==> src/tx_mac_pkg.sv <==
package tx_mac_pkg;

    //////////////////////////////////////////////////////////////////////
    // frame constants
    //////////////////////////////////////////////////////////////////////

    // payload length field, bits 11:0 of a pointer word
    localparam int LEN_W = 12;

    // 7 preamble bytes, then the start-of-frame delimiter
    localparam logic [7:0] PREAMBLE_BYTE = 8'h55;
    localparam logic [7:0] SFD_BYTE      = 8'hD5;

    // preamble plus sfd
    localparam int PREAMBLE_LEN = 8;
    // fcs bytes after payload
    localparam int CRC_LEN = 4;
    // minimum inter-frame gap in idle cycles
    localparam int IFG_LEN = 12;

    // 802.3 crc-32, lsb first form
    localparam logic [31:0] CRC_INIT = 32'hFFFF_FFFF;
    localparam logic [31:0] CRC_POLY = 32'hEDB8_8320;

    //////////////////////////////////////////////////////////////////////
    // types
    //////////////////////////////////////////////////////////////////////

    // queue select, tte has strict priority
    typedef enum logic {
        QUEUE_BE  = 1'b0,
        QUEUE_TTE = 1'b1
    } queue_e;

    // one frame request from the arbiter
    typedef struct packed {
        queue_e             queue;
        logic [LEN_W-1:0]   len;
    } tx_req_t;

    // gmii transmit pins
    typedef struct packed {
        logic       dv;
        logic [7:0] d;
    } gmii_tx_t;

    // per-frame report word for management
    typedef struct packed {
        logic               tte;
        logic [2:0]         rsvd;
        logic [LEN_W-1:0]   len;
    } mgnt_report_t;

    // frame engine states
    typedef enum logic [2:0] {
        ST_IDLE,
        ST_PREAMBLE,
        ST_DATA,
        ST_CRC,
        ST_GAP
    } frame_state_e;

endpackage

==> src/gmii_tx_mac.sv <==
`timescale 1ns/1ns

module gmii_tx_mac (
    input  logic                     interface_clk,
    input  logic                     rstn_mac,
    // best-effort queue
    input  logic [15:0]              ptr_fifo_din,
    input  logic                     ptr_fifo_empty,
    output logic                     ptr_fifo_rd,
    input  logic [7:0]               data_fifo_din,
    output logic                     data_fifo_rd,
    // tte queue
    input  logic [15:0]              tptr_fifo_din,
    input  logic                     tptr_fifo_empty,
    output logic                     tptr_fifo_rd,
    input  logic [7:0]               tdata_fifo_din,
    output logic                     tdata_fifo_rd,
    // gmii
    output tx_mac_pkg::gmii_tx_t     gmii_tx,
    // management
    output logic                     tx_mgnt_valid,
    output tx_mac_pkg::mgnt_report_t tx_mgnt_data,
    input  logic                     tx_mgnt_resp
);
    import tx_mac_pkg::*;

    //////////////////////////////////////////////////////////////////////
    // internal links
    //////////////////////////////////////////////////////////////////////

    logic       engine_ready;
    logic       req_valid;
    tx_req_t    tx_req;
    logic       byte_req;
    logic [7:0] byte_data;
    logic       frame_start;

    // request accepted by the engine
    assign frame_start = req_valid && engine_ready;

    // queue select, pointer fetch, byte routing
    tx_queue_arbiter u_arbiter (
        .interface_clk   (interface_clk),
        .rstn_mac        (rstn_mac),
        .ptr_fifo_empty  (ptr_fifo_empty),
        .ptr_fifo_din    (ptr_fifo_din),
        .ptr_fifo_rd     (ptr_fifo_rd),
        .data_fifo_din   (data_fifo_din),
        .data_fifo_rd    (data_fifo_rd),
        .tptr_fifo_empty (tptr_fifo_empty),
        .tptr_fifo_din   (tptr_fifo_din),
        .tptr_fifo_rd    (tptr_fifo_rd),
        .tdata_fifo_din  (tdata_fifo_din),
        .tdata_fifo_rd   (tdata_fifo_rd),
        .engine_ready    (engine_ready),
        .byte_req        (byte_req),
        .req_valid       (req_valid),
        .tx_req          (tx_req),
        .byte_data       (byte_data)
    );

    // preamble, payload, fcs, gap
    tx_frame_engine u_engine (
        .interface_clk (interface_clk),
        .rstn_mac      (rstn_mac),
        .req_valid     (req_valid),
        .tx_req        (tx_req),
        .byte_data     (byte_data),
        .engine_ready  (engine_ready),
        .byte_req      (byte_req),
        .gmii_tx       (gmii_tx)
    );

    // per-frame report to management
    tx_mgnt_report u_mgnt (
        .interface_clk (interface_clk),
        .rstn_mac      (rstn_mac),
        .frame_start   (frame_start),
        .tx_req        (tx_req),
        .tx_mgnt_resp  (tx_mgnt_resp),
        .tx_mgnt_valid (tx_mgnt_valid),
        .tx_mgnt_data  (tx_mgnt_data)
    );

endmodule

==> src/tx_crc32.sv <==
`timescale 1ns/1ns

module tx_crc32 (
    input  logic        interface_clk,
    input  logic        rstn_mac,
    input  logic        crc_init,
    input  logic        crc_en,
    input  logic [7:0]  crc_byte,
    output logic [31:0] crc_value
);
    import tx_mac_pkg::*;

    logic [31:0] crc_q;
    logic [31:0] crc_next;

    //////////////////////////////////////////////////////////////////////
    // byte step, eight serial shifts unrolled
    //////////////////////////////////////////////////////////////////////

    always_comb begin
        // byte enters lsb first
        crc_next = crc_q ^ {24'h00_0000, crc_byte};
        for (int i = 0; i < 8; i++) begin
            // feedback taps when the bit shifted out is set
            if (crc_next[0]) begin
                crc_next = (crc_next >> 1) ^ CRC_POLY;
            end else begin
                crc_next = crc_next >> 1;
            end
        end
    end

    // running remainder
    always_ff @(posedge interface_clk or negedge rstn_mac) begin
        if (!rstn_mac) begin
            crc_q <= CRC_INIT;
        end else if (crc_init) begin
            // reload for the next frame
            crc_q <= CRC_INIT;
        end else if (crc_en) begin
            crc_q <= crc_next;
        end
    end

    // fcs is the inverted remainder
    // valid the cycle after the last byte
    assign crc_value = ~crc_q;

endmodule

==> src/tx_frame_engine.sv <==
`timescale 1ns/1ns

module tx_frame_engine (
    input  logic                 interface_clk,
    input  logic                 rstn_mac,
    input  logic                 req_valid,
    input  tx_mac_pkg::tx_req_t  tx_req,
    input  logic [7:0]           byte_data,
    output logic                 engine_ready,
    output logic                 byte_req,
    output tx_mac_pkg::gmii_tx_t gmii_tx
);
    import tx_mac_pkg::*;

    frame_state_e     state;
    logic [2:0]       pre_cnt;
    logic [LEN_W-1:0] data_cnt;
    logic [LEN_W-1:0] len_q;
    logic [1:0]       crc_cnt;
    logic [3:0]       gap_cnt;
    logic             accept;
    logic             last_byte;
    logic             last_pre;
    logic [31:0]      crc_value;
    gmii_tx_t         tx_next;

    // only idle takes a new frame
    assign engine_ready = (state == ST_IDLE);
    assign accept       = req_valid && engine_ready;

    assign last_pre  = (pre_cnt == 3'(PREAMBLE_LEN - 1));
    assign last_byte = (data_cnt == len_q - 1'b1);

    // byte strobes lead the output by two cycles
    // first one goes out with the sfd load
    assign byte_req = ((state == ST_PREAMBLE) && last_pre) ||
                      ((state == ST_DATA) && !last_byte);

    // payload length for this frame
    always_ff @(posedge interface_clk) begin
        if (accept) begin
            len_q <= tx_req.len;
        end
    end

    //////////////////////////////////////////////////////////////////////
    // frame fsm and counters
    //////////////////////////////////////////////////////////////////////

    always_ff @(posedge interface_clk or negedge rstn_mac) begin
        if (!rstn_mac) begin
            state    <= ST_IDLE;
            pre_cnt  <= '0;
            data_cnt <= '0;
            crc_cnt  <= '0;
            gap_cnt  <= '0;
        end else begin
            unique case (state)
                ST_IDLE: begin
                    // first preamble byte is loaded on accept
                    if (accept) begin
                        state   <= ST_PREAMBLE;
                        pre_cnt <= 3'd1;
                    end
                end
                ST_PREAMBLE: begin
                    pre_cnt <= pre_cnt + 1'b1;
                    if (last_pre) begin
                        state    <= ST_DATA;
                        data_cnt <= '0;
                    end
                end
                ST_DATA: begin
                    data_cnt <= data_cnt + 1'b1;
                    // fcs follows with no gap
                    if (last_byte) begin
                        state   <= ST_CRC;
                        crc_cnt <= '0;
                    end
                end
                ST_CRC: begin
                    crc_cnt <= crc_cnt + 1'b1;
                    if (crc_cnt == 2'(CRC_LEN - 1)) begin
                        state   <= ST_GAP;
                        gap_cnt <= '0;
                    end
                end
                default: begin
                    // ifg, dv held low
                    gap_cnt <= gap_cnt + 1'b1;
                    if (gap_cnt == 4'(IFG_LEN - 1)) begin
                        state <= ST_IDLE;
                    end
                end
            endcase
        end
    end

    //////////////////////////////////////////////////////////////////////
    // output byte select and gmii register
    //////////////////////////////////////////////////////////////////////

    always_comb begin
        tx_next = '0;
        unique case (state)
            ST_IDLE: begin
                tx_next.dv = accept;
                tx_next.d  = accept ? PREAMBLE_BYTE : 8'h00;
            end
            ST_PREAMBLE: begin
                tx_next.dv = 1'b1;
                tx_next.d  = last_pre ? SFD_BYTE : PREAMBLE_BYTE;
            end
            ST_DATA: begin
                tx_next.dv = 1'b1;
                tx_next.d  = byte_data;
            end
            ST_CRC: begin
                // fcs lsb first
                tx_next.dv = 1'b1;
                tx_next.d  = crc_value[{crc_cnt, 3'b000} +: 8];
            end
            default: begin
                tx_next = '0;
            end
        endcase
    end

    always_ff @(posedge interface_clk or negedge rstn_mac) begin
        if (!rstn_mac) begin
            gmii_tx <= '0;
        end else begin
            gmii_tx <= tx_next;
        end
    end

    // fcs runs over payload only
    tx_crc32 u_crc32 (
        .interface_clk (interface_clk),
        .rstn_mac      (rstn_mac),
        .crc_init      (accept),
        .crc_en        (state == ST_DATA),
        .crc_byte      (byte_data),
        .crc_value     (crc_value)
    );

endmodule

==> src/tx_mgnt_report.sv <==
`timescale 1ns/1ns

module tx_mgnt_report (
    input  logic                     interface_clk,
    input  logic                     rstn_mac,
    input  logic                     frame_start,
    input  tx_mac_pkg::tx_req_t      tx_req,
    input  logic                     tx_mgnt_resp,
    output logic                     tx_mgnt_valid,
    output tx_mac_pkg::mgnt_report_t tx_mgnt_data
);
    import tx_mac_pkg::*;

    logic capture;

    // only a free report slot takes a new frame
    // anything else is dropped, tx never stalls
    assign capture = frame_start && !tx_mgnt_valid;

    // valid held until management answers
    always_ff @(posedge interface_clk or negedge rstn_mac) begin
        if (!rstn_mac) begin
            tx_mgnt_valid <= 1'b0;
        end else if (tx_mgnt_valid) begin
            if (tx_mgnt_resp) begin
                tx_mgnt_valid <= 1'b0;
            end
        end else if (frame_start) begin
            tx_mgnt_valid <= 1'b1;
        end
    end

    // report word, queue flag plus length
    always_ff @(posedge interface_clk) begin
        if (capture) begin
            tx_mgnt_data <= '{
                tte:  (tx_req.queue == QUEUE_TTE),
                rsvd: 3'b000,
                len:  tx_req.len
            };
        end
    end

endmodule

==> src/tx_queue_arbiter.sv <==
`timescale 1ns/1ns

module tx_queue_arbiter (
    input  logic                interface_clk,
    input  logic                rstn_mac,
    // best-effort queue
    input  logic                ptr_fifo_empty,
    input  logic [15:0]         ptr_fifo_din,
    output logic                ptr_fifo_rd,
    input  logic [7:0]          data_fifo_din,
    output logic                data_fifo_rd,
    // tte queue
    input  logic                tptr_fifo_empty,
    input  logic [15:0]         tptr_fifo_din,
    output logic                tptr_fifo_rd,
    input  logic [7:0]          tdata_fifo_din,
    output logic                tdata_fifo_rd,
    // frame engine side
    input  logic                engine_ready,
    input  logic                byte_req,
    output logic                req_valid,
    output tx_mac_pkg::tx_req_t tx_req,
    output logic [7:0]          byte_data
);
    import tx_mac_pkg::*;

    queue_e sel_q;
    logic   fetch;
    logic   busy;
    logic   start;
    logic   pick_tte;

    // strict priority, tte whenever it has a frame
    assign pick_tte = !tptr_fifo_empty;

    // read pulse, data cycle or request still open
    assign busy  = ptr_fifo_rd || tptr_fifo_rd || fetch || req_valid;
    assign start = engine_ready && !busy && (!ptr_fifo_empty || !tptr_fifo_empty);

    //////////////////////////////////////////////////////////////////////
    // pointer read and request handshake
    //////////////////////////////////////////////////////////////////////

    always_ff @(posedge interface_clk or negedge rstn_mac) begin
        if (!rstn_mac) begin
            ptr_fifo_rd  <= 1'b0;
            tptr_fifo_rd <= 1'b0;
            fetch        <= 1'b0;
            req_valid    <= 1'b0;
            sel_q        <= QUEUE_BE;
        end else begin
            // single-cycle pulse on the chosen pointer fifo
            ptr_fifo_rd  <= start && !pick_tte;
            tptr_fifo_rd <= start && pick_tte;
            // pointer word shows up one cycle after the pulse
            fetch        <= ptr_fifo_rd || tptr_fifo_rd;
            // request stays up until the engine takes it
            req_valid    <= fetch || (req_valid && !engine_ready);
            // queue choice held for the whole frame
            if (start) begin
                sel_q <= pick_tte ? QUEUE_TTE : QUEUE_BE;
            end
        end
    end

    // length capture, upper pointer bits ignored
    always_ff @(posedge interface_clk) begin
        if (fetch) begin
            tx_req.queue <= sel_q;
            tx_req.len   <= (sel_q == QUEUE_TTE) ? tptr_fifo_din[LEN_W-1:0]
                                                 : ptr_fifo_din[LEN_W-1:0];
        end
    end

    //////////////////////////////////////////////////////////////////////
    // data byte routing
    //////////////////////////////////////////////////////////////////////

    // byte strobe goes straight to the selected data fifo
    assign data_fifo_rd  = byte_req && (sel_q == QUEUE_BE);
    assign tdata_fifo_rd = byte_req && (sel_q == QUEUE_TTE);

    // fifo answers next cycle, mux on the same choice
    assign byte_data = (sel_q == QUEUE_TTE) ? tdata_fifo_din : data_fifo_din;

endmodule
==> config.mk <==
export PLATFORM = sky130hd
export DESIGN_NAME = gmii_tx_mac
export DESIGN_NICKNAME = d
export VERILOG_FILES = /design/src/tx_mac_pkg.sv /design/src/gmii_tx_mac.sv /design/src/tx_crc32.sv /design/src/tx_frame_engine.sv /design/src/tx_mgnt_report.sv /design/src/tx_queue_arbiter.sv
export SDC_FILE = /design/constraint.sdc
export NUM_CORES = 1
export LEC_CHECK = 0
export ABC_AREA = 0
export BUFFER_PORTS_ARGS = -buffer_cell sky130_fd_sc_hd__buf_2
export CAP_MARGIN = 30
export CELL_PAD_IN_SITES_DETAIL_PLACEMENT = 1
export CELL_PAD_IN_SITES_GLOBAL_PLACEMENT = 1
export CORE_MARGIN = 2
export CORE_UTILIZATION = 46
export DETAILED_ROUTE_END_ITERATION = 8
export GPL_ROUTABILITY_DRIVEN = 1
export PLACE_DENSITY_LB_ADDON = 0.1
export REMOVE_ABC_BUFFERS = 1
export SYNTH_ARGS = -nofsm -noshare
export SYNTH_HDL_FRONTEND = slang
export SYNTH_SLANG_ARGS = --single-unit
==> constraint.sdc <==
create_clock -name interface_clk -period 2.95 [get_ports interface_clk]
set_input_delay 0.295 -clock interface_clk [delete_from_list [all_inputs] [get_ports interface_clk]]
set_output_delay 0.295 -clock interface_clk [all_outputs]
set_load 0.02 [all_outputs]
# Yosys cells after proc, flatten, opt, wreduce, memory -nomap -nowiden
# Index checks and enable logic that the tools add are counted.
# totals
reg_bits,109
inputBits,53
# op_classes
n_addsub,5
eq_ne,11
n_shift,1
n_mux,32
bitwise_logic,12
reduce_logical,35
# op_table
op,count
32-bit 2-to-1 mux,10
13-bit inverter with 14-bit output,8
9-bit case mux with 4 select lines,1
32-bit inverter,1
32-bit by 6-bit indexed part select with 8-bit output,1
32-bit by 8-bit bitwise XOR with 32-bit output,1
12-bit 2-to-1 mux,2
12-bit case mux with 2 select lines,1
8-bit 2-to-1 mux,2
3-bit 2-to-1 mux,5
12-bit by 1-bit adder with 12-bit output (second input constant),1
12-bit equality test,1
3-bit case mux with 4 select lines,1
12-bit by 1-bit subtractor with 12-bit output (second input constant),1
1-bit logical AND,11
2-bit by 1-bit inequality test with 1-bit output (second input constant),4
4-bit case mux with 2 select lines,1
2-bit AND reduction,4
2-bit nonzero test,4
7-bit 2-to-1 mux,1
3-bit by 2-bit equality test with 1-bit output (second input constant),2
1-bit zero test,6
1-bit logical OR,6
3-bit case mux with 2 select lines,1
16 further kinds,20

# Longest topological paths before layout
# Gate-level depths: netlist of the first run.
# logic_depth
ltp_word,20
depth_mapped,8
mapped_depth_nobuf,8

# Hierarchy
# A second synthesis of the first run with hierarchy kept.
# hier_totals
hier_cells,538
area_unflattened_um2,6048.3
# by_module_without_submodules
mod,instances,cells_each,area_per_inst_um2
tx_frame_engine,1,245,2567.5
tx_crc32,1,220,2187.1
tx_queue_arbiter,1,51,830.8
tx_mgnt_report,1,21,456.7
gmii_tx_mac,1,1,6.3

# Worst setup path after synthesis of the first run
# Ideal clock, no wire load.
# synth_timing
path_type,register to output
from,reg u_engine.len_q[2]
to,out data_fifo_rd
arrival_ns,2.313
required_ns,2.655
slack_ns,0.342
stages_incl_launch_ff,7
path_buffers,0
path_cell_list,edfxtp_1 > or4_4 > nor4_4 > mux2i_1 > o31ai_2 > a2111oi_2 > o31ai_1
# synth_between
elab_chain_cells,6
# synth_rtl
item,line_no,source
start: declaration,tx_frame_engine.sv:18,logic [LEN_W-1:0] len_q;
start signal: assignment,tx_frame_engine.sv:42,len_q <= tx_req.len;
12-bit by 1-bit subtractor with 12-bit output,tx_frame_engine.sv:32,assign last_byte = (data_cnt == len_q - 1'b1);
12-bit equality test,tx_frame_engine.sv:32,
1-bit zero test,tx_frame_engine.sv:37,((state == ST_DATA) && !last_byte);
1-bit logical AND,tx_frame_engine.sv:37,
1-bit logical OR,tx_frame_engine.sv:36,assign byte_req = ((state == ST_PREAMBLE) && last_pre) ||
1-bit logical AND,tx_queue_arbiter.sv:80,assign data_fifo_rd = byte_req && (sel_q == QUEUE_BE);
end: declaration,gmii_tx_mac.sv:11,"output logic data_fifo_rd,"
# No other way between the ends.

# Final worst setup path of the first run
# layout_timing
from,reg u_engine.len_q[2]
to,out tdata_fifo_rd
# layout_between
elab_chain_cells,6
# layout_rtl
item,line_no,source
12-bit by 1-bit subtractor with 12-bit output,tx_frame_engine.sv:32,
12-bit equality test,tx_frame_engine.sv:32,
1-bit zero test,tx_frame_engine.sv:37,
1-bit logical AND,tx_frame_engine.sv:37,
1-bit logical OR,tx_frame_engine.sv:36,
1-bit logical AND,tx_queue_arbiter.sv:81,assign tdata_fifo_rd = byte_req && (sel_q == QUEUE_TTE);
end: declaration,gmii_tx_mac.sv:17,"output logic tdata_fifo_rd,"
# No other way between the ends.

==> results of run 1 <==
[registers in the layout (all words and copies together) (netlist names), 2 cells and up]
signal                  count
u_engine.crc_cnt            2
u_engine.pre_cnt            3
u_engine.data_cnt          12
u_mgnt.tx_mgnt_data        13
u_arbiter.tx_req           13
u_engine.state              3
u_engine.len_q             12
u_engine.gmii_tx            9
u_engine.gap_cnt            4
u_engine.u_crc32.crc_q     32
[layout by cell type (no fill, tap or decap), types with 3 or more instances in the layout]
cell type,count
sky130_fd_sc_hd__mux2i_1,9
sky130_fd_sc_hd__inv_1,12
sky130_fd_sc_hd__nand2_1,40
sky130_fd_sc_hd__buf_4,30
sky130_fd_sc_hd__edfxtp_1,38
sky130_fd_sc_hd__xnor2_1,51
sky130_fd_sc_hd__xor2_2,3
sky130_fd_sc_hd__a211oi_1,5
sky130_fd_sc_hd__dfstp_2,32
sky130_fd_sc_hd__dfrtp_1,39
sky130_fd_sc_hd__conb_1,3
sky130_fd_sc_hd__ha_1,5
sky130_fd_sc_hd__o211ai_1,11
sky130_fd_sc_hd__o31ai_1,5
sky130_fd_sc_hd__nor3_1,20
sky130_fd_sc_hd__o21ai_0,21
sky130_fd_sc_hd__nor4_1,3
sky130_fd_sc_hd__a21oi_1,29
sky130_fd_sc_hd__mux4_2,8
sky130_fd_sc_hd__xnor2_2,9
sky130_fd_sc_hd__nor2_1,20
sky130_fd_sc_hd__nand3b_1,3
sky130_fd_sc_hd__nand3_1,10
sky130_fd_sc_hd__clkbuf_16,9
sky130_fd_sc_hd__a31oi_1,3
sky130_fd_sc_hd__buf_2,71
sky130_fd_sc_hd__nand4_1,4
sky130_fd_sc_hd__xor2_1,24
sky130_fd_sc_hd__mux2_2,17
[worst max-delay path: stages, from the launching register on]
cell                        delay [ns]
sky130_fd_sc_hd__edfxtp_1         0.41
sky130_fd_sc_hd__or4_4            0.59
sky130_fd_sc_hd__nor4_4           0.24
sky130_fd_sc_hd__mux2i_1          0.29
sky130_fd_sc_hd__o31ai_2          0.11
sky130_fd_sc_hd__a2111oi_2        0.33
sky130_fd_sc_hd__buf_4            0.20
sky130_fd_sc_hd__o22ai_1          0.07
sky130_fd_sc_hd__buf_2            0.16
[layer usage]
metal	vias to the layer above	global-route usage (%)
li1	1883	-
met1	2032	30.2
met2	71	36.4
met3	8	4.76
met4	0	3.86
met5	-	0
[power by group]
group | internal (mW) | total [mW] | leakage, nW | switching [mW]
logic | 2.20 | 4.71 | 1.44 | 2.51
clock network | 0.673 | 1.27 | 0.152 | 0.598
registers | 2.28 | 2.80 | 1.19 | 0.515
total | 5.16 | 8.78 | 2.78 | 3.62
[timing repair]
action                                  in CTS  in global routing
buffers inserted                             6                  5
endpoints found under the setup margin       2                  2
gates resized for setup                      0                  2
hold buffers                                 0                  0
pin swaps                                    1                  1
[cell families (layout without fill, tap and decap cells)]
family	count (synthesis)	count (layout)	share of synthesized area, %
muxes	35	35	8.33
buffers and inverters	36	130	2.75
DFF	109	109	51.7
other	1	3	0.0655
and+or+nand+nor	120	120	10.6
adders and majority gates	6	6	1.31
xor gates and xnor gates	90	90	16.2
AOI/OAI and AO/OA	84	84	9.07
[metrics by stage]
| stage | hold WS, ns | instances | power (mW) | setup TNS, ns |
|---|---|---|---|---|
| CTS | 0.00274 | 740 | 8.85 | -0.415 |
| floorplan | -0.000591 | 459 | 6.27 | 0 |
| finish | -0.00948 | 745 | 8.78 | -0.196 |
| detailed placement | 0.380 | 718 | 7.46 | 0 |
| global placement | 0.385 | 718 | 7.30 | 0 |
| global route | 0.0291 | 745 | 9.39 | -0.571 |
[path summary, 6_finish.rpt]
path                                            startpoint                                     end  slack (ns)
setup / recovery               u_engine.len_q[2]$_DFFE_PP_                           tdata_fifo_rd       -0.10
hold / removal                                    rstn_mac           u_engine.gmii_tx[4]$_DFF_PN0_      -0.009
setup reg to reg               u_engine.len_q[2]$_DFFE_PP_           u_engine.state[0]$_DFFE_PN0P_        0.37
hold reg to reg             u_arbiter.tx_req[12]$_DFFE_PP_       u_mgnt.tx_mgnt_data[15]$_DFFE_PP_        0.43
max in group asynchronous                         rstn_mac  u_engine.u_crc32.crc_q[27]$_DFFE_PN1P_        2.23
min in group interface_clk                 tptr_fifo_empty        u_arbiter.tptr_fifo_rd$_DFF_PN0_        0.11
[cell type report]
type | count | area, um^2 | area share, %
clock buffer | 9 | 225 | 3.34
clock inverter | 7 | 81.3 | 1.20
inverter | 12 | 45.0 | 0.667
multi-input combinational | 338 | 2630 | 39.0
sequential | 109 | 2960 | 43.8
tap | 168 | 210 | 3.11
timing repair buffer | 102 | 601 | 8.90
==> impl_summary.log, run 1 <==
[metrics] total CTS buffers: 9
[metrics] total core area: between 10000 and 15000 um^2
[metrics] mean instance size in the synthesized netlist: around 12 um^2
[metrics] clock latency on the worst-skew pair: between 0.3 and 0.4 ns
[metrics] Finish-stage setup viols: 2
[metrics] netlist area before placement: 5720 um^2
[metrics] initial antenna violation count: 0
[metrics] number of flops mapped to enable cells by yosys: 38
[metrics] clock root buffer: sky130_fd_sc_hd__clkbuf_16
[metrics] detailed-route via count: ~4000
[metrics] Tightest Pin Transition: about 0.73 ns
[metrics] status: finished with violations
[metrics] Worst VDD drop: about 0.62 mV
[metrics] die area: between 10000 and 15000 um^2
[metrics] type of the worst setup path: reg -> out
[metrics] warnings from Yosys: 0
[metrics] post-route clock skew: 0.00796 ns
[metrics] final design instance area without fill: ~6800 um^2
[metrics] Min Clock Period, post-route: between 3 and 4 ns
[metrics] Final Wtd Congestion: 0.814
[metrics] wirelength, routed: roughly 14000 um
[metrics] post-route worst setup slack: -0.101 ns
[metrics] most numerous cell in the Yosys netlist: sky130_fd_sc_hd__xnor2_1
[metrics] violation count after the first detailed-route iteration: ~260
[metrics] largest net degree at the start of global routing: 43
[metrics] library cells used by synthesis: 54
[metrics] filler cell count in the final layout: 1304
[metrics] clk slew on worst S/H paths: around 0.080 ns
[metrics] wire length on met1: around 6400 um
[metrics] vias per cell: roughly 5.4
[metrics] number of antenna cells inserted: 0
[metrics] count of max-cap constraint violations: 0
[metrics] register bit count reported by yosys: 109
[metrics] die width: around 120 um
[metrics] number of port buffers: between 70 and 80
[metrics] slew margin rel.: 51.2%
[metrics] number of global-route vias before repair: 4361
[metrics] top-area cell type share of the netlist area: around a fifth
[metrics] I/O pins: 83
[metrics] flip-flop cell with the highest count after synthesis: sky130_fd_sc_hd__dfrtp_1
[metrics] row count: 40
[metrics] overall routing resource usage: approximately 22%
[metrics] post-synthesis cell count: 481
[metrics] path depth of the worst reg2reg path: 9
[metrics] unrepaired setup endpoints after global routing: true
[metrics] WHS: -0.00948 ns
[metrics] async set-reset flop share out of synthesis: about 65%
[metrics] wire length on met2: 6670 um
[metrics] area of placed instances: between 6000 and 7000 um^2
[metrics] detailed placement HPWL: between 9000 and 10000 um
[metrics] fraction of the yosys area taken by sequential cells: 51.7%
[metrics] Max clock buf depth: 2
[metrics] Slew Limit Fails: 0
[metrics] cell types with the highest counts after synthesis: 51 x sky130_fd_sc_hd__xnor2_1, 40 x sky130_fd_sc_hd__nand2_1, 39 x sky130_fd_sc_hd__dfrtp_1
[metrics] number of H-tree levels: 3
[metrics] Pwr per Cell Area: 1300 nW/um^2
[metrics] CTS tree: yes
[metrics] first-pass detailed-route iteration total: 4
[metrics] DR DRC count: 0
[metrics] final standard cell utilization of the core: a little under three fifths
[metrics] Syn-to-layout area delta: 17.9%
[metrics] Worst setup SP type: register
[metrics] Critical Path Fanout Max: 3
[metrics] pre-CTS setup slack: roughly 0.13 ns
[metrics] WL met3: ~490 um
[metrics] kind of capture point of the worst setup path: output pin
[metrics] number of nets still failing antenna checks after routing: 0
[metrics] worst endpoint required time: between 2 and 3 ns
[metrics] Data arrival, critical path: ~2.8 ns
[metrics] count of endpoints failing hold in the final timing report: 29
[metrics] path class of the lowest-slack min-delay path: in -> async
[metrics] Avg WL per Cell: between 15 and 20 um
[metrics] Final nets: 631
[metrics] most area-hungry cell type in the Yosys netlist: sky130_fd_sc_hd__edfxtp_1
[metrics] final worst-path cycle share: 103%
[metrics] Leakage Power: 2.78 nW
[metrics] Area contributors post-synth: sky130_fd_sc_hd__edfxtp_1 20%, sky130_fd_sc_hd__dfrtp_1 17%, sky130_fd_sc_hd__dfstp_2 15%
[metrics] wire length of the first global-routing pass: 22500 um
[metrics] clock net sink count: 109
[metrics] f_max: roughly 330 MHz
[metrics] layout cell share with drive strength beyond 1: a little over a third
[metrics] highest routing layer actually used: met4
[metrics] violated checks: negative hold slack, negative setup slack
[metrics] vertical die dimension: between 100 and 150 um
[metrics] total global routing overflow: 0
[metrics] Initial Util: 47.5%
No activity file was read; power rests on OpenSTA's default activity.
==> run 2: changes to the inputs <==
--- a/config.mk
+++ b/config.mk
@@ -10,7 +10,7 @@
 export CAP_MARGIN = 30
 export CELL_PAD_IN_SITES_DETAIL_PLACEMENT = 1
 export CELL_PAD_IN_SITES_GLOBAL_PLACEMENT = 1
-export CORE_MARGIN = 2
+export CORE_MARGIN = 1
 export CORE_UTILIZATION = 46
 export DETAILED_ROUTE_END_ITERATION = 8
 export GPL_ROUTABILITY_DRIVEN = 1
==> run 2 against run 1 <==
Net effect: the run ends with negative setup slack left; largest power group unchanged; critical path type unchanged; clock-buffer cell count did not move; setup slack improved by 0.026 ns; non-clock buffer count fell by 5; total power fell by 0.52%; sequential cell count did not move.
==> impl_summary.log, run 2 (synthesized netlist as in run 1, its figures left out) <==
[metrics] capture endpoint of the worst hold path: u_mgnt.tx_mgnt_valid$_DFF_PN0_
[metrics] die width: 114 um (-1.7%)
[metrics] count of non-filler cells in the finished layout: 740 (-0.67%)
[metrics] first-pass detailed-route iteration total: 4 (unchanged)
[metrics] Worst VDD drop: 0.720 mV (+16%)
[metrics] most common cell after layout, fill and taps aside: sky130_fd_sc_hd__buf_2
[metrics] worst endpoint required time: 2.65 ns (about the same)
[metrics] Avg WL per Cell: 18.2 um (-0.92%)
[metrics] DR DRC count: 0 (unchanged)
[metrics] wirelength, routed: 13500 um (-1.6%)
[metrics] vertical die dimension: 114 um (-1.7%)
[metrics] placed insts: 716 (-0.28%)
[metrics] largest registers: u_engine.u_crc32.crc_q x32, u_arbiter.tx_req x13, u_mgnt.tx_mgnt_data x13
[metrics] kind of capture point of the worst setup path: output pin
[metrics] Max clock buf depth: 2 (unchanged)
[metrics] Initial Util: 47.5% (unchanged)
[metrics] Hold Path Depth: 2
[metrics] dominant delay contributor by cell family on the critical path: simple AND/OR/NAND/NOR gates
[metrics] detailed-route via count: 3962 (-0.80%)
[metrics] top library cells by usage in the layout, fill and taps aside: 71 x sky130_fd_sc_hd__buf_2, 51 x sky130_fd_sc_hd__xnor2_1, 40 x sky130_fd_sc_hd__nand2_1, 39 x sky130_fd_sc_hd__dfrtp_1, 38 x sky130_fd_sc_hd__edfxtp_1
[metrics] Crit Reg-Reg Startpoint: u_arbiter.sel_q$_DFFE_PN0P_
[metrics] count of max-cap constraint violations: 0 (unchanged)
[metrics] detailed placement HPWL: 9560 um (-1.5%)
[metrics] Tightest Pin Transition: 0.686 ns (-0.0468 ns)
[metrics] CTS tree: yes
[metrics] Leakage Power: 2.75 nW (-0.97%)
[metrics] buffers plus inverters on the worst setup path: 2 (unchanged)
[metrics] Critical R2R Capture: u_engine.u_crc32.crc_q[19]$_DFFE_PN1P_
[metrics] number of flip-flops under the largest register name: 32 (unchanged)
[metrics] series of cell instances along the critical path: or4_4 > nor4_4 > mux2i_1 > o31ai_2 > a2111oi_2 > buf_4 > o22ai_1 > buf_2
[metrics] launch instance of the worst min-delay path: tx_mgnt_resp
[metrics] final worst-path cycle share: 103% (-0.88 points)
[metrics] f_max: 331 MHz (+0.86%)
[metrics] delay of the slowest cell on the worst path: 0.59 ns (about the same)
[metrics] cell with the largest stage delay on the worst path: sky130_fd_sc_hd__or4_4
[metrics] area of placed instances: 6330 um^2 (-0.24%)
[metrics] pre-CTS setup slack: 0.198 ns (+0.0664 ns)
[metrics] post-route worst setup slack: -0.0745 ns (+0.0260 ns)
[metrics] filler cell count in the final layout: 1301 (-0.23%)
[metrics] status: finished with violations
[metrics] Final nets: 626 (-0.79%)
[metrics] total global routing overflow: 0 (unchanged)
[metrics] clock net sink count: 109 (unchanged)
[metrics] violated checks: negative setup slack
[metrics] largest net degree at the start of global routing: 46 (+7.0%)
[metrics] Finish-stage setup viols: 2 (unchanged)
[metrics] clock root buffer: sky130_fd_sc_hd__clkbuf_16
[metrics] Data arrival, critical path: 2.73 ns (-0.03 ns)
[metrics] type of the worst setup path: reg -> out
[metrics] total core area: 12100 um^2 (unchanged)
[metrics] row count: 40 (unchanged)
[metrics] Worst setup SP type: register
[metrics] final design instance area without fill: 6730 um^2 (-0.33%)
[metrics] r2r setup slk: 0.53 ns (+0.16 ns)
[metrics] die area: 12900 um^2 (-3.4%)
[metrics] clk slew on worst S/H paths: 0.07 ns (about the same)
[metrics] layout cell share with drive strength beyond 1: 33.7% (-1.1 points)
[metrics] vias per cell: 5.35 (-0.13%)
[metrics] path depth of the worst reg2reg path: 7 (-2)
[metrics] post-route clock skew: 0.00578 ns (-0.00218 ns)
[metrics] Final Wtd Congestion: 0.789 (-3.1%)
[metrics] violation count after the first detailed-route iteration: 168 (-34%)
[metrics] initial antenna violation count: 0 (unchanged)
[metrics] clock latency on the worst-skew pair: 0.36 ns (about the same)
[metrics] Pwr per Cell Area: 1300 nW/um^2 (-0.19%)
[metrics] count of endpoints failing hold in the final timing report: 0 (-100%)
[metrics] overall routing resource usage: 23.0% (+1.1 points)
[metrics] number of nets still failing antenna checks after routing: 0 (unchanged)
[metrics] number of H-tree levels: 3 (unchanged)
[metrics] setup TNS: -0.139 ns (+0.0577 ns)
[metrics] Min Clock Period, post-route: 3.02 ns (-0.0260 ns)
[metrics] path class of the lowest-slack min-delay path: in -> reg
[metrics] register ranked first by flip-flop count: u_engine.u_crc32.crc_q
[metrics] total CTS buffers: 9 (unchanged)
[metrics] Critical Path Fanout Max: 5 (+2)
[metrics] WHS: 0.106 ns (+0.115 ns)
[metrics] slew margin rel.: 54.3% (+3.1 points)
[metrics] Slew Limit Fails: 0 (unchanged)
[metrics] number of port buffers: 71 (unchanged)
[metrics] I/O pins: 83 (unchanged)
[metrics] number of antenna cells inserted: 0 (unchanged)
[metrics] wire length of the first global-routing pass: 22300 um (-0.74%)
[metrics] number of global-route vias before repair: 4167 (-4.4%)
[metrics] Syn-to-layout area delta: 17.5%
[metrics] unrepaired setup endpoints after global routing: true
-- run 2: what timing repair did --
action | 4_1_cts | 5_1_grt
endpoints found under the hold margin | 26 | 0
hold buffers | 1 | 0
buffers inserted | 4 | 3
gates resized for setup | 0 | 1
endpoints found under the setup margin | 2 | 2
-- run 2: area by class of cell --
| cell class | instances | area, um^2 | area share (%) |
|---|---|---|---|
| flip-flops and latches | 109 | 2960 | 44.0 |
| repair buffers | 97 | 566 | 8.41 |
| multi-input cells | 338 | 2630 | 39.1 |
| clock inverters | 7 | 96.3 | 1.43 |
| well taps | 168 | 210 | 3.12 |
| clock buffers | 9 | 225 | 3.35 |
| inverters | 12 | 45.0 | 0.670 |
-- run 2: per-layer routing --
| metal | vias up | part of all wire (%) | global-route usage (%) |
|---|---|---|---|
| met3 | 13 | 3.3 | 4.78 |
| met2 | 66 | 48 | 36.9 |
| met5 | - | 0 | 0 |
| li1 | 1865 | - | - |
| met1 | 2018 | 48 | 31.7 |
| met4 | 0 | 1.2 | 6.58 |
-- run 2: power by group --
group          internal, mW  switching [mW]  leakage [nW]
Combinational          2.16            2.46          1.41
Clock                 0.748           0.581         0.150
Sequential             2.28           0.507          1.19
-- run 2: worst max-delay path by stage --
stage / from / end / slack, ns / depth (start not counted)
2_1_floorplan: u_engine.state[2]$_DFFE_PN0P_ / u_engine.data_cnt[10]$_DFFE_PN0P_ / 0.002 / 5
3_3_place_gp: u_engine.len_q[2]$_DFFE_PP_ / tdata_fifo_rd / 0.23 / 8
3_5_place_dp: u_engine.len_q[2]$_DFFE_PP_ / tdata_fifo_rd / 0.20 / 8
4_1_cts: u_engine.len_q[3]$_DFFE_PP_ / tdata_fifo_rd / -0.1 / 8
5_1_grt: u_engine.len_q[2]$_DFFE_PP_ / tdata_fifo_rd / -0.22 / 8
6_report: u_engine.len_q[2]$_DFFE_PP_ / tdata_fifo_rd / -0.07 / 8
-- run 2: stage by stage --
| step | total power, mW | util [%] |
|---|---|---|
| final | 8.73 | 55.8 |
| after global routing | 9.36 | 55.8 |
| after CTS | 8.82 | 55.5 |
| after detailed placement | 7.41 | 52.5 |
| after global placement | 7.25 | 52.5 |
| after floorplan | 6.27 | - |
